File: src/rtl/owt_pkg.sv
// shared frame sizes, tail pattern, crc polynomial, error tables and fsm states for the receiver
package owt_pkg;

    // ====================
    // frame layout
    // ====================
    localparam int OWT_CMD_BITS    = 8;
    localparam int OWT_DATA_BITS   = 16;
    localparam int OWT_CRC_BITS    = 8;
    localparam int OWT_TAIL_SYMS   = 4;
    localparam int OWT_HEAD_PULSES = 4;

    // first tail symbol sits in the msb
    localparam logic [OWT_TAIL_SYMS-1:0] OWT_TAIL_PATTERN = 4'b0110;

    // read to this address has no data field
    localparam logic [OWT_CMD_BITS-2:0] OWT_RD_NODATA_ADDR = 7'h1F;

    // x^8 + x^2 + x + 1, start value zero
    localparam logic [OWT_CRC_BITS-1:0] OWT_CRC_POLY = 8'h07;

    // ====================
    // counter widths
    // ====================
    localparam int OWT_SYM_CNT_W = 8;
    localparam int OWT_BIT_CNT_W = 5;
    localparam int OWT_ERR_CNT_W = 4;

    // ====================
    // link error counter
    // ====================
    localparam logic [OWT_ERR_CNT_W-1:0] OWT_ERR_MAX  = 4'd15;
    localparam logic [OWT_ERR_CNT_W-1:0] OWT_ERR_INIT = 4'd15;

    // indexed by config[3:2]
    localparam logic [OWT_ERR_CNT_W-1:0] OWT_ERR_ADD_STEP [0:3] = '{
        4'd2, 4'd4, 4'd6, 4'd8
    };

    // indexed by config[1:0]
    localparam logic [OWT_ERR_CNT_W-1:0] OWT_COR_SUB_STEP [0:3] = '{
        4'd1, 4'd2, 4'd3, 4'd4
    };

    // receiver fsm
    typedef enum logic [2:0] {
        IDLE,
        SYNC_HEAD,
        SYNC_TAIL,
        CMD,
        DATA,
        CRC,
        END_TAIL
    } owt_rx_state_e;

endpackage

File: src/rtl/owt_symbol_slicer.sv
// line synchronizer and half-bit slicer, measures symbol length from the sync head
module owt_symbol_slicer import owt_pkg::*; (
    input  logic i_clk,
    input  logic i_rst_n,
    input  logic i_rx_line,
    input  logic i_head_phase,
    output logic o_rise,
    output logic o_fall,
    output logic o_sym_vld,
    output logic o_sym_level
);

    logic                     rx_meta;
    logic                     rx_sync;
    logic                     rx_lvl;
    logic                     rise_c;
    logic                     fall_c;
    logic                     head_d;
    logic [OWT_SYM_CNT_W-1:0] run_cnt;
    logic [OWT_SYM_CNT_W-1:0] sym_len;
    logic [OWT_SYM_CNT_W-1:0] thr;
    logic [OWT_SYM_CNT_W-1:0] reload;

    // ====================
    // sync and edges
    // ====================
    always_ff @(posedge i_clk or negedge i_rst_n) begin
        if (!i_rst_n) begin
            rx_meta <= 1'b0;
            rx_sync <= 1'b0;
            rx_lvl  <= 1'b0;
            o_rise  <= 1'b0;
            o_fall  <= 1'b0;
        end else begin
            rx_meta <= i_rx_line;
            rx_sync <= rx_meta;
            rx_lvl  <= rx_sync;
            o_rise  <= rise_c;
            o_fall  <= fall_c;
        end
    end

    assign rise_c = rx_sync & ~rx_lvl;
    assign fall_c = ~rx_sync & rx_lvl;

    // ====================
    // symbol length
    // ====================
    always_ff @(posedge i_clk or negedge i_rst_n) begin
        if (!i_rst_n) begin
            head_d  <= 1'b0;
            sym_len <= '0;
        end else begin
            head_d <= i_head_phase;
            // new frame, forget the last length
            if (i_head_phase && !head_d) begin
                sym_len <= '0;
            end else if (fall_c && i_head_phase && (run_cnt > sym_len)) begin
                sym_len <= run_cnt;
            end
        end
    end

    // threshold is max(L-1, 2)
    assign thr    = (sym_len > OWT_SYM_CNT_W'(3)) ? sym_len - 1'b1 : OWT_SYM_CNT_W'(2);
    // next strobe lands L cycles later
    assign reload = thr - sym_len + 1'b1;

    // ====================
    // run counter
    // ====================
    // run_cnt is the cycle number within the current level, starting at 1
    always_ff @(posedge i_clk or negedge i_rst_n) begin
        if (!i_rst_n) begin
            run_cnt <= '0;
        end else if (rise_c || fall_c) begin
            run_cnt <= OWT_SYM_CNT_W'(1);
        end else if (o_sym_vld) begin
            run_cnt <= reload;
        end else if (run_cnt != '1) begin
            run_cnt <= run_cnt + 1'b1;
        end
    end

    assign o_sym_vld   = (run_cnt == thr);
    assign o_sym_level = rx_lvl;

endmodule

File: src/rtl/owt_crc8.sv
// serial crc-8, msb first, one bit per strobe with optional restart from zero
module owt_crc8 import owt_pkg::*; (
    input  logic                    i_clk,
    input  logic                    i_rst_n,
    input  logic                    i_bit_vld,
    input  logic                    i_bit,
    input  logic                    i_restart,
    output logic [OWT_CRC_BITS-1:0] o_crc
);

    logic [OWT_CRC_BITS-1:0] crc_base;
    logic [OWT_CRC_BITS-1:0] crc_nxt;
    logic                    fb;

    // restart folds the first bit into a zero register
    assign crc_base = i_restart ? '0 : o_crc;
    assign fb       = crc_base[OWT_CRC_BITS-1] ^ i_bit;

    always_comb begin
        crc_nxt = {crc_base[OWT_CRC_BITS-2:0], 1'b0};
        if (fb) begin
            crc_nxt = crc_nxt ^ OWT_CRC_POLY;
        end
    end

    always_ff @(posedge i_clk or negedge i_rst_n) begin
        if (!i_rst_n) begin
            o_crc <= '0;
        end else if (i_bit_vld) begin
            o_crc <= crc_nxt;
        end
    end

endmodule

File: src/rtl/owt_frame_deserializer.sv
// frame fsm, pairs half-bit symbols into manchester bits and captures cmd, data and crc
module owt_frame_deserializer import owt_pkg::*; (
    input  logic                     i_clk,
    input  logic                     i_rst_n,
    input  logic                     i_rise,
    input  logic                     i_fall,
    input  logic                     i_sym_vld,
    input  logic                     i_sym_level,
    output logic                     o_head_phase,
    output logic [OWT_CMD_BITS-1:0]  o_cmd,
    output logic [OWT_DATA_BITS-1:0] o_data,
    output logic [OWT_CRC_BITS-1:0]  o_crc,
    output logic                     o_frame_done,
    output logic                     o_frame_status
);

    owt_rx_state_e            state_q;
    owt_rx_state_e            state_nxt;
    logic [OWT_BIT_CNT_W-1:0] bit_cnt;
    logic [OWT_BIT_CNT_W-1:0] cnt_last;
    logic                     cnt_evt;
    logic                     cnt_hit;
    logic                     in_bits;
    logic                     half_sel;
    logic                     first_lvl;
    logic                     bit_vld;
    logic                     bit_err;
    logic [OWT_TAIL_SYMS-1:0] tail_sr;
    logic [OWT_TAIL_SYMS-1:0] tail_nxt;
    logic [OWT_CMD_BITS-1:0]  cmd_nxt;
    logic                     cmd_nodata;
    logic                     crc_vld;
    logic                     crc_restart;
    logic [OWT_CRC_BITS-1:0]  crc_calc;
    logic                     frame_end;
    logic                     status_nxt;

    // ====================
    // manchester pairing
    // ====================
    assign in_bits = (state_q == CMD) || (state_q == DATA) || (state_q == CRC);

    always_ff @(posedge i_clk or negedge i_rst_n) begin
        if (!i_rst_n) begin
            half_sel <= 1'b0;
        end else if (!in_bits) begin
            half_sel <= 1'b0;
        end else if (i_sym_vld) begin
            half_sel <= ~half_sel;
        end
    end

    always_ff @(posedge i_clk) begin
        if (i_sym_vld && !half_sel) begin
            first_lvl <= i_sym_level;
        end
    end

    // high-low is a 1, low-high is a 0
    assign bit_vld = in_bits & i_sym_vld & half_sel & (first_lvl != i_sym_level);
    assign bit_err = in_bits & i_sym_vld & half_sel & (first_lvl == i_sym_level);

    // ====================
    // bit counter
    // ====================
    always_comb begin
        cnt_evt  = 1'b0;
        cnt_last = '0;
        case (state_q)
            SYNC_HEAD: begin
                cnt_evt  = i_fall;
                cnt_last = OWT_BIT_CNT_W'(OWT_HEAD_PULSES - 1);
            end
            SYNC_TAIL, END_TAIL: begin
                cnt_evt  = i_sym_vld;
                cnt_last = OWT_BIT_CNT_W'(OWT_TAIL_SYMS - 1);
            end
            CMD: begin
                cnt_evt  = bit_vld;
                cnt_last = OWT_BIT_CNT_W'(OWT_CMD_BITS - 1);
            end
            DATA: begin
                cnt_evt  = bit_vld;
                cnt_last = OWT_BIT_CNT_W'(OWT_DATA_BITS - 1);
            end
            CRC: begin
                cnt_evt  = bit_vld;
                cnt_last = OWT_BIT_CNT_W'(OWT_CRC_BITS - 1);
            end
            default: begin
                cnt_evt  = 1'b0;
                cnt_last = '0;
            end
        endcase
    end

    assign cnt_hit = cnt_evt & (bit_cnt == cnt_last);

    always_ff @(posedge i_clk or negedge i_rst_n) begin
        if (!i_rst_n) begin
            bit_cnt <= '0;
        end else if (state_nxt != state_q) begin
            bit_cnt <= '0;
        end else if (cnt_evt) begin
            bit_cnt <= bit_cnt + 1'b1;
        end
    end

    // ====================
    // fsm
    // ====================
    assign tail_nxt   = {tail_sr[OWT_TAIL_SYMS-2:0], i_sym_level};
    assign cmd_nxt    = {o_cmd[OWT_CMD_BITS-2:0], first_lvl};
    assign cmd_nodata = ~cmd_nxt[OWT_CMD_BITS-1] &
                        (cmd_nxt[OWT_CMD_BITS-2:0] == OWT_RD_NODATA_ADDR);

    always_comb begin
        state_nxt = state_q;
        case (state_q)
            IDLE: begin
                if (i_rise) begin
                    state_nxt = SYNC_HEAD;
                end
            end
            SYNC_HEAD: begin
                if (cnt_hit) begin
                    state_nxt = SYNC_TAIL;
                end
            end
            SYNC_TAIL: begin
                if (cnt_hit && (tail_nxt == OWT_TAIL_PATTERN)) begin
                    state_nxt = CMD;
                end else if (cnt_hit) begin
                    state_nxt = IDLE;
                end
            end
            CMD: begin
                if (bit_err) begin
                    state_nxt = IDLE;
                end else if (cnt_hit && cmd_nodata) begin
                    state_nxt = CRC;
                end else if (cnt_hit) begin
                    state_nxt = DATA;
                end
            end
            DATA: begin
                if (bit_err) begin
                    state_nxt = IDLE;
                end else if (cnt_hit) begin
                    state_nxt = CRC;
                end
            end
            CRC: begin
                if (bit_err) begin
                    state_nxt = IDLE;
                end else if (cnt_hit) begin
                    state_nxt = END_TAIL;
                end
            end
            END_TAIL: begin
                if (cnt_hit) begin
                    state_nxt = IDLE;
                end
            end
            default: begin
                state_nxt = IDLE;
            end
        endcase
    end

    always_ff @(posedge i_clk or negedge i_rst_n) begin
        if (!i_rst_n) begin
            state_q <= IDLE;
        end else begin
            state_q <= state_nxt;
        end
    end

    assign o_head_phase = (state_q == SYNC_HEAD);

    // ====================
    // field capture
    // ====================
    always_ff @(posedge i_clk) begin
        if (i_sym_vld && ((state_q == SYNC_TAIL) || (state_q == END_TAIL))) begin
            tail_sr <= tail_nxt;
        end
        if (bit_vld && (state_q == CMD)) begin
            o_cmd <= cmd_nxt;
        end
        if (bit_vld && (state_q == DATA)) begin
            o_data <= {o_data[OWT_DATA_BITS-2:0], first_lvl};
        end
        if (bit_vld && (state_q == CRC)) begin
            o_crc <= {o_crc[OWT_CRC_BITS-2:0], first_lvl};
        end
    end

    assign crc_vld     = bit_vld & ((state_q == CMD) || (state_q == DATA));
    assign crc_restart = (state_q == CMD) && (bit_cnt == '0);

    owt_crc8 crc_i (
        .i_clk     (i_clk),
        .i_rst_n   (i_rst_n),
        .i_bit_vld (crc_vld),
        .i_bit     (first_lvl),
        .i_restart (crc_restart),
        .o_crc     (crc_calc)
    );

    // ====================
    // frame status
    // ====================
    assign frame_end  = (state_q != IDLE) && (state_nxt == IDLE);
    assign status_nxt = (state_q != END_TAIL) | (tail_nxt != OWT_TAIL_PATTERN) |
                        (crc_calc != o_crc);

    always_ff @(posedge i_clk or negedge i_rst_n) begin
        if (!i_rst_n) begin
            o_frame_done   <= 1'b0;
            o_frame_status <= 1'b0;
        end else begin
            o_frame_done <= frame_end;
            if (frame_end) begin
                o_frame_status <= status_nxt;
            end
        end
    end

endmodule

File: src/rtl/owt_link_monitor.sv
// leaky error counter over frame results, drives the communication-error level
module owt_link_monitor import owt_pkg::*; (
    input  logic       i_clk,
    input  logic       i_rst_n,
    input  logic       i_frame_done,
    input  logic       i_frame_status,
    input  logic       i_comerr_mode,
    input  logic [3:0] i_comerr_config,
    output logic       o_com_err
);

    logic [OWT_ERR_CNT_W-1:0] err_cnt;
    logic [OWT_ERR_CNT_W-1:0] add_step;
    logic [OWT_ERR_CNT_W-1:0] sub_step;
    logic [OWT_ERR_CNT_W:0]   add_sum;
    logic                     com_err_nxt;

    assign add_step = OWT_ERR_ADD_STEP[i_comerr_config[3:2]];
    assign sub_step = OWT_COR_SUB_STEP[i_comerr_config[1:0]];
    // one extra bit to catch overflow
    assign add_sum  = {1'b0, err_cnt} + {1'b0, add_step};

    always_ff @(posedge i_clk or negedge i_rst_n) begin
        if (!i_rst_n) begin
            err_cnt <= OWT_ERR_INIT;
        end else if (i_frame_done && i_frame_status) begin
            if (add_sum > {1'b0, OWT_ERR_MAX}) begin
                err_cnt <= OWT_ERR_MAX;
            end else begin
                err_cnt <= add_sum[OWT_ERR_CNT_W-1:0];
            end
        end else if (i_frame_done) begin
            // good frame, leak towards zero
            if (sub_step >= err_cnt) begin
                err_cnt <= '0;
            end else begin
                err_cnt <= err_cnt - sub_step;
            end
        end
    end

    // mode 1 flags an empty counter instead
    assign com_err_nxt = i_comerr_mode ? (err_cnt == '0) : (err_cnt >= add_step);

    always_ff @(posedge i_clk or negedge i_rst_n) begin
        if (!i_rst_n) begin
            o_com_err <= 1'b1;
        end else begin
            o_com_err <= com_err_nxt;
        end
    end

endmodule

File: src/rtl/owt_rx_top.sv
// receiver top level, slicer feeding the frame deserializer and the link monitor
module owt_rx_top import owt_pkg::*; (
    input  logic                     i_clk,
    input  logic                     i_rst_n,
    input  logic                     i_rx_line,
    input  logic                     i_comerr_mode,
    input  logic [3:0]               i_comerr_config,
    output logic                     o_frame_vld,
    output logic [OWT_CMD_BITS-1:0]  o_frame_cmd,
    output logic [OWT_DATA_BITS-1:0] o_frame_data,
    output logic [OWT_CRC_BITS-1:0]  o_frame_crc,
    output logic                     o_frame_status,
    output logic                     o_com_err
);

    logic rise;
    logic fall;
    logic sym_vld;
    logic sym_level;
    logic head_phase;

    owt_symbol_slicer slicer_i (
        .i_clk        (i_clk),
        .i_rst_n      (i_rst_n),
        .i_rx_line    (i_rx_line),
        .i_head_phase (head_phase),
        .o_rise       (rise),
        .o_fall       (fall),
        .o_sym_vld    (sym_vld),
        .o_sym_level  (sym_level)
    );

    owt_frame_deserializer deser_i (
        .i_clk          (i_clk),
        .i_rst_n        (i_rst_n),
        .i_rise         (rise),
        .i_fall         (fall),
        .i_sym_vld      (sym_vld),
        .i_sym_level    (sym_level),
        .o_head_phase   (head_phase),
        .o_cmd          (o_frame_cmd),
        .o_data         (o_frame_data),
        .o_crc          (o_frame_crc),
        .o_frame_done   (o_frame_vld),
        .o_frame_status (o_frame_status)
    );

    // frame result also feeds the error counter
    owt_link_monitor monitor_i (
        .i_clk           (i_clk),
        .i_rst_n         (i_rst_n),
        .i_frame_done    (o_frame_vld),
        .i_frame_status  (o_frame_status),
        .i_comerr_mode   (i_comerr_mode),
        .i_comerr_config (i_comerr_config),
        .o_com_err       (o_com_err)
    );

endmodule

File: config.mk
export PLATFORM = sky130hd
export DESIGN_NAME = owt_rx_top
export DESIGN_NICKNAME = d
export VERILOG_FILES = /design/src/rtl/owt_pkg.sv /design/src/rtl/owt_symbol_slicer.sv /design/src/rtl/owt_crc8.sv /design/src/rtl/owt_frame_deserializer.sv /design/src/rtl/owt_link_monitor.sv /design/src/rtl/owt_rx_top.sv
export SDC_FILE = /design/constraint.sdc
export NUM_CORES = 1
export LEC_CHECK = 0
export ABC_CLOCK_PERIOD_IN_PS = 6100
export BUFFER_PORTS_ARGS = -buffer_cell sky130_fd_sc_hd__buf_2
export CORE_MARGIN = 4
export CORE_UTILIZATION = 55
export CTS_CLUSTER_DIAMETER = 150
export DETAILED_ROUTE_END_ITERATION = 10
export PLACE_DENSITY = 0.79
export SLEW_MARGIN = 10
export SYNTH_ARGS = -nofsm -noshare
export SYNTH_HDL_FRONTEND = slang
export SYNTH_HIERARCHICAL = 1
export SYNTH_SLANG_ARGS = --single-unit
export TNS_END_PERCENT = 20
File: constraint.sdc
create_clock -name i_clk -period 6.1 [get_ports i_clk]
set_input_delay 0.305 -clock i_clk [delete_from_list [all_inputs] [get_ports i_clk]]
set_output_delay 0.305 -clock i_clk [all_outputs]
set_load 0.02 [all_outputs]
==> qor.tcl <==
set qor(first_element_of_the_critical_path) {slicer_i/sym_len[0]}
set qor(die_width_microns) 105
set qor(postSynthAreaPerCell_sq_um) 10.8
set qor(final.fill_count) 734
set qor(timing.final.ws_setup_ns) 1.68
set qor(setup_tns_ns) 0
set qor(met2WireLength_microns) 5360
set qor(timing_max_transition_violations_final) 0
set qor(grt_pass1_vias) 3849
set qor(post_synth_mux_area_share_pct) 1.19
set qor(total_leakage_power_nw) 2.38
set qor(hold_wc_path_type) {input pin to flop}
set qor(final_min_period_over_clock_period_pct) 72.5
set qor(max-cap-violations) 0
set qor(critPathCaptureType) {flop}
set qor(critPathLaunchType) {flop}
set qor(synth_compound_area_share_pct) 16.6
set qor(reg2regPathDepth) 16
set qor(finalWirelength_microns) 10500
set qor(post-cts-setup-buffer-count) 0
set qor(place_worst_setup_slack_ns) 1.72
set qor(multi_input_comb_area_sq_um) 2670
set qor(drtIter0Drc) 114
set qor(port_buffer_count) 42
set qor(synth-edff-count) 36
set qor(wl_met3_microns) 424
set qor(post_synth_and_or_nand_nor_area_fraction_pct) 17.8
set qor(skew_ns) 0.0120
set qor(setup_viol_count_final) 0
set qor(family_of_cells_with_the_greatest_summed_delay_on_the_critical_path) {simple AND/OR/NAND/NOR gates}
set qor(detail_route.vias_per_cell) 6.02
set qor(crit_path_frequent_cell) {sky130_fd_sc_hd__buf_4}
set qor(status) {finished, final reports clean}
set qor(groute.usage.overall_pct) 20.6
set qor(synth.yosys.warnings) 6
set qor(avg_wl_per_cell_microns) 16.6
set qor(via_count) 3818
set qor(io-pin-count) 43
set qor(r2r_start) {slicer_i/sym_len[0]}
set qor(post-synth-top-area-fraction_pct) 21.0
set qor(resized_cells_post_cts) 0
set qor(critPathRequiredTime_ns) 6.39
set qor(clock.fmax_mhz) 226
set qor(grt_pass1_wl_microns) 18500
set qor(fp-row-count) 35
set qor(synth_top_cells_by_area) {sky130_fd_sc_hd__edfxtp_1, sky130_fd_sc_hd__dfrtp_1, sky130_fd_sc_hd__ha_1, sky130_fd_sc_hd__xnor2_1, sky130_fd_sc_hd__inv_1}
set qor(synth_seq_cells) 82
set qor(routabilityCongestion) 0.848
set qor(numCtsBuffers) 9
set qor(synth_cells) 478
set qor(synth_seq_area_share_pct) 43.5
set qor(setup.worst_path.class) {flop to flop}
set qor(dp_hpwl_microns) 7780
set qor(ctsLongestPathBuffers) 2
set qor(rsz_0062_raised_after_global_routing) {no}
set qor(main_combinational_cell_family_by_area_after_synthesis) {simple AND/OR/NAND/NOR gates}
set qor(numClockSinks) 82
set qor(post_synthesis_cell_type_count) 83
set qor(post_route_cells_drive_above_1_share_pct) 18.0
set qor(final-instance-count-excl-fill) 634
set qor(power_density_normalized_to_cell_area_nw_per_um2) 362
set qor(async_set_or_reset_register_ratio_after_synthesis_pct) 56.1
set qor(report.final.hold_viol_count) 0
set qor(fin_util_pct) 61.8
set qor(grt_start_max_net_pins) 47
set qor(tritoncts_clock_tree) {built}
set qor(syn-num-nets) 525
set qor(initial_utilization_pct) 56.2
set qor(overflow) 0
set qor(htree_levels) 3
set qor(design.final.nets) 565
set qor(areaGrowthSynthToFinish_pct) 9.87
set qor(critical_path_arrival_ns) 4.71
set qor(routedLengthMet1_microns) 4580
set qor(final_antenna_violating_net_count) 0
set qor(mappedNetlistArea_sq_um) 5150
set qor(finalPower_mw) 2.05
set qor(number_of_buffer_and_inverter_stages_on_the_critical_path) 3
set qor(cts_hold_repair.buffers) 0
set qor(die_height_microns) 105
set qor(route.top_layer_used) {met4}
set qor(worstMarginPinSlew_ns) 1.11
set qor(ff2ff_setup_slack_ns) 1.68
set qor(synth-adder-area-share_pct) 9.92
set qor(synthXorXnorAreaFrac_pct) 6.39
set qor(crit_path_max_fanout) 22
set qor(route.detailed.drc) 0
set qor(crit_end) {deser_i/crc_i/o_crc[2]}
set qor(drt_first_pass_iters) 4
set qor(coreArea_sq_um) 9150
set qor(antenna_found_initial) 0
set qor(slowest_stage) {sky130_fd_sc_hd__dfrtp_1}
set qor(fin_crit_ns) 4.42
set qor(max-vdd-ir-drop_uv) 205
set qor(ff_latch_area_sq_um) 2240
set qor(insertedDiodeCount) 0
set qor(max-slew-margin-rel_pct) 25.1
set qor(worst_path_largest_cell_delay_ns) 0.55
set qor(synth_flop_type) {sky130_fd_sc_hd__dfrtp_1}
set qor(cell_type_with_the_highest_aggregate_area_in_the_netlist) {sky130_fd_sc_hd__edfxtp_1}
set qor(reg2reg_capture_point) {deser_i/crc_i/o_crc[2]}
set qor(placed_cells) 618
set qor(clock-root-buffer) {sky130_fd_sc_hd__clkbuf_8}
set qor(clk_latency_ns) 0.35
set qor(crit_cells) 16
set qor(die_area_sq_um) 11000
set qor(cp_cell_sequence) {inv_1 -> ha_1 -> xor2_1 -> or4_1 -> a2111oi_1 -> a21oi_1 -> a221oi_4 -> buf_4 -> nand2_1 -> or3_1 -> nor2_1 -> buf_4 -> or2_2 -> nor3b_2 -> mux2i_1 -> nand3_1}
set qor(clk_transition_reported_paths_ns) 0.09
==> worst min-delay path by stage <==
stage	start	to	slack, ns	cells past startpoint
after floorplan	i_rst_n	deser_i/bit_cnt[0]	0.009	0
after global placement	slicer_i/rx_meta	slicer_i/rx_sync	0.33	0
after detailed placement	slicer_i/rx_meta	slicer_i/rx_sync	0.33	0
after CTS	i_rx_line	slicer_i/rx_meta	0.04	1
after global routing	i_rx_line	slicer_i/rx_meta	0.04	1
final	i_rx_line	slicer_i/rx_meta	0.06	1
==> cell usage in the layout (no fill, tap or decap), types with 10 or more instances in the layout <==
cell,netlist,final
sky130_fd_sc_hd__nor3_1,10,10
sky130_fd_sc_hd__inv_1,40,40
sky130_fd_sc_hd__a21oi_1,17,17
sky130_fd_sc_hd__nor2_1,28,28
sky130_fd_sc_hd__nand2_1,19,19
sky130_fd_sc_hd__ha_1,36,36
sky130_fd_sc_hd__edfxtp_1,36,36
sky130_fd_sc_hd__buf_2,4,42
sky130_fd_sc_hd__xnor2_1,27,27
sky130_fd_sc_hd__dfrtp_1,41,41
sky130_fd_sc_hd__nand3_1,19,19
==> report_power, final <==
group          switching (mW)  leakage (nW)  internal [mW]  total [mW]
logic                   0.441          1.35          0.362       0.802
clock network           0.205         0.110          0.235       0.440
registers               0.150         0.913          0.656       0.806
total                   0.795          2.38           1.25        2.05
==> stage by stage <==
stage	cell area [sq um]	hold slack [ns]
6_report	5650	0.0576
5_1_grt	5650	0.0377
4_1_cts	5650	0.0411
3_5_place_dp	5430	0.335
3_3_place_gp	5430	0.334
2_1_floorplan	5150	0.00941
==> flip-flops by register name, indices dropped and copies added, names as in the netlist, 3 cells and up <==
signal / count
deser_i/o_data: 16
deser_i/crc_i/o_crc: 8
deser_i/o_cmd: 8
deser_i/o_crc: 8
slicer_i/run_cnt: 8
slicer_i/sym_len: 8
deser_i/bit_cnt: 5
monitor_i/err_cnt: 4
deser_i/state_q: 3
deser_i/tail_sr: 3
==> final cells by class <==
class,count,share of cell area [%]
multi-input combinational,340,47.2
inverter,40,2.66
sequential,82,39.6
timing repair buffer,45,4.12
clock inverter,7,1.77
clock buffer,9,2.19
tap,111,2.46
==> metal layers <==
layer | vias to the layer above | track usage [%]
met5 | - | 0
met4 | 0 | 7.12
met3 | 14 | 4.63
met2 | 85 | 35.7
met1 | 1879 | 25.4
li1 | 1840 | -
==> kinds of logic (layout without fill, tap and decap cells) <==
kind of cell / count (synthesis) / after routing
xor gates and xnor gates: 36 / 36
adders and majority gates: 39 / 39
and+or+nand+nor: 151 / 151
DFF: 82 / 82
AOI/OAI and AO/OA: 108 / 108
buffers and inverters: 56 / 101
muxes: 6 / 6
==> synthesized netlist by cell type, types with 4 or more instances <==
cell type and count:
sky130_fd_sc_hd__dfrtp_1 41, sky130_fd_sc_hd__inv_1 40, sky130_fd_sc_hd__edfxtp_1 36, sky130_fd_sc_hd__ha_1 36
sky130_fd_sc_hd__nor2_1 28, sky130_fd_sc_hd__xnor2_1 27, sky130_fd_sc_hd__nand2_1 19, sky130_fd_sc_hd__nand3_1 19
sky130_fd_sc_hd__a21oi_1 17, sky130_fd_sc_hd__nor3_1 10, sky130_fd_sc_hd__a21o_1 9, sky130_fd_sc_hd__nand2b_1 9
sky130_fd_sc_hd__nand3b_1 9, sky130_fd_sc_hd__o21ai_0 9, sky130_fd_sc_hd__clkbuf_1 8, sky130_fd_sc_hd__xor2_1 8
sky130_fd_sc_hd__o21ai_1 7, sky130_fd_sc_hd__a211oi_1 6, sky130_fd_sc_hd__a22o_1 6, sky130_fd_sc_hd__a311o_1 6
sky130_fd_sc_hd__and3_1 6, sky130_fd_sc_hd__and2_1 5, sky130_fd_sc_hd__dfstp_2 5, sky130_fd_sc_hd__mux2i_1 5
sky130_fd_sc_hd__nand4_1 5, sky130_fd_sc_hd__or4_1 5, sky130_fd_sc_hd__buf_2 4, sky130_fd_sc_hd__nor3_2 4
sky130_fd_sc_hd__nor3b_1 4, sky130_fd_sc_hd__nor4_1 4, sky130_fd_sc_hd__o21a_1 4
No activity file was read; power rests on OpenSTA's default activity.
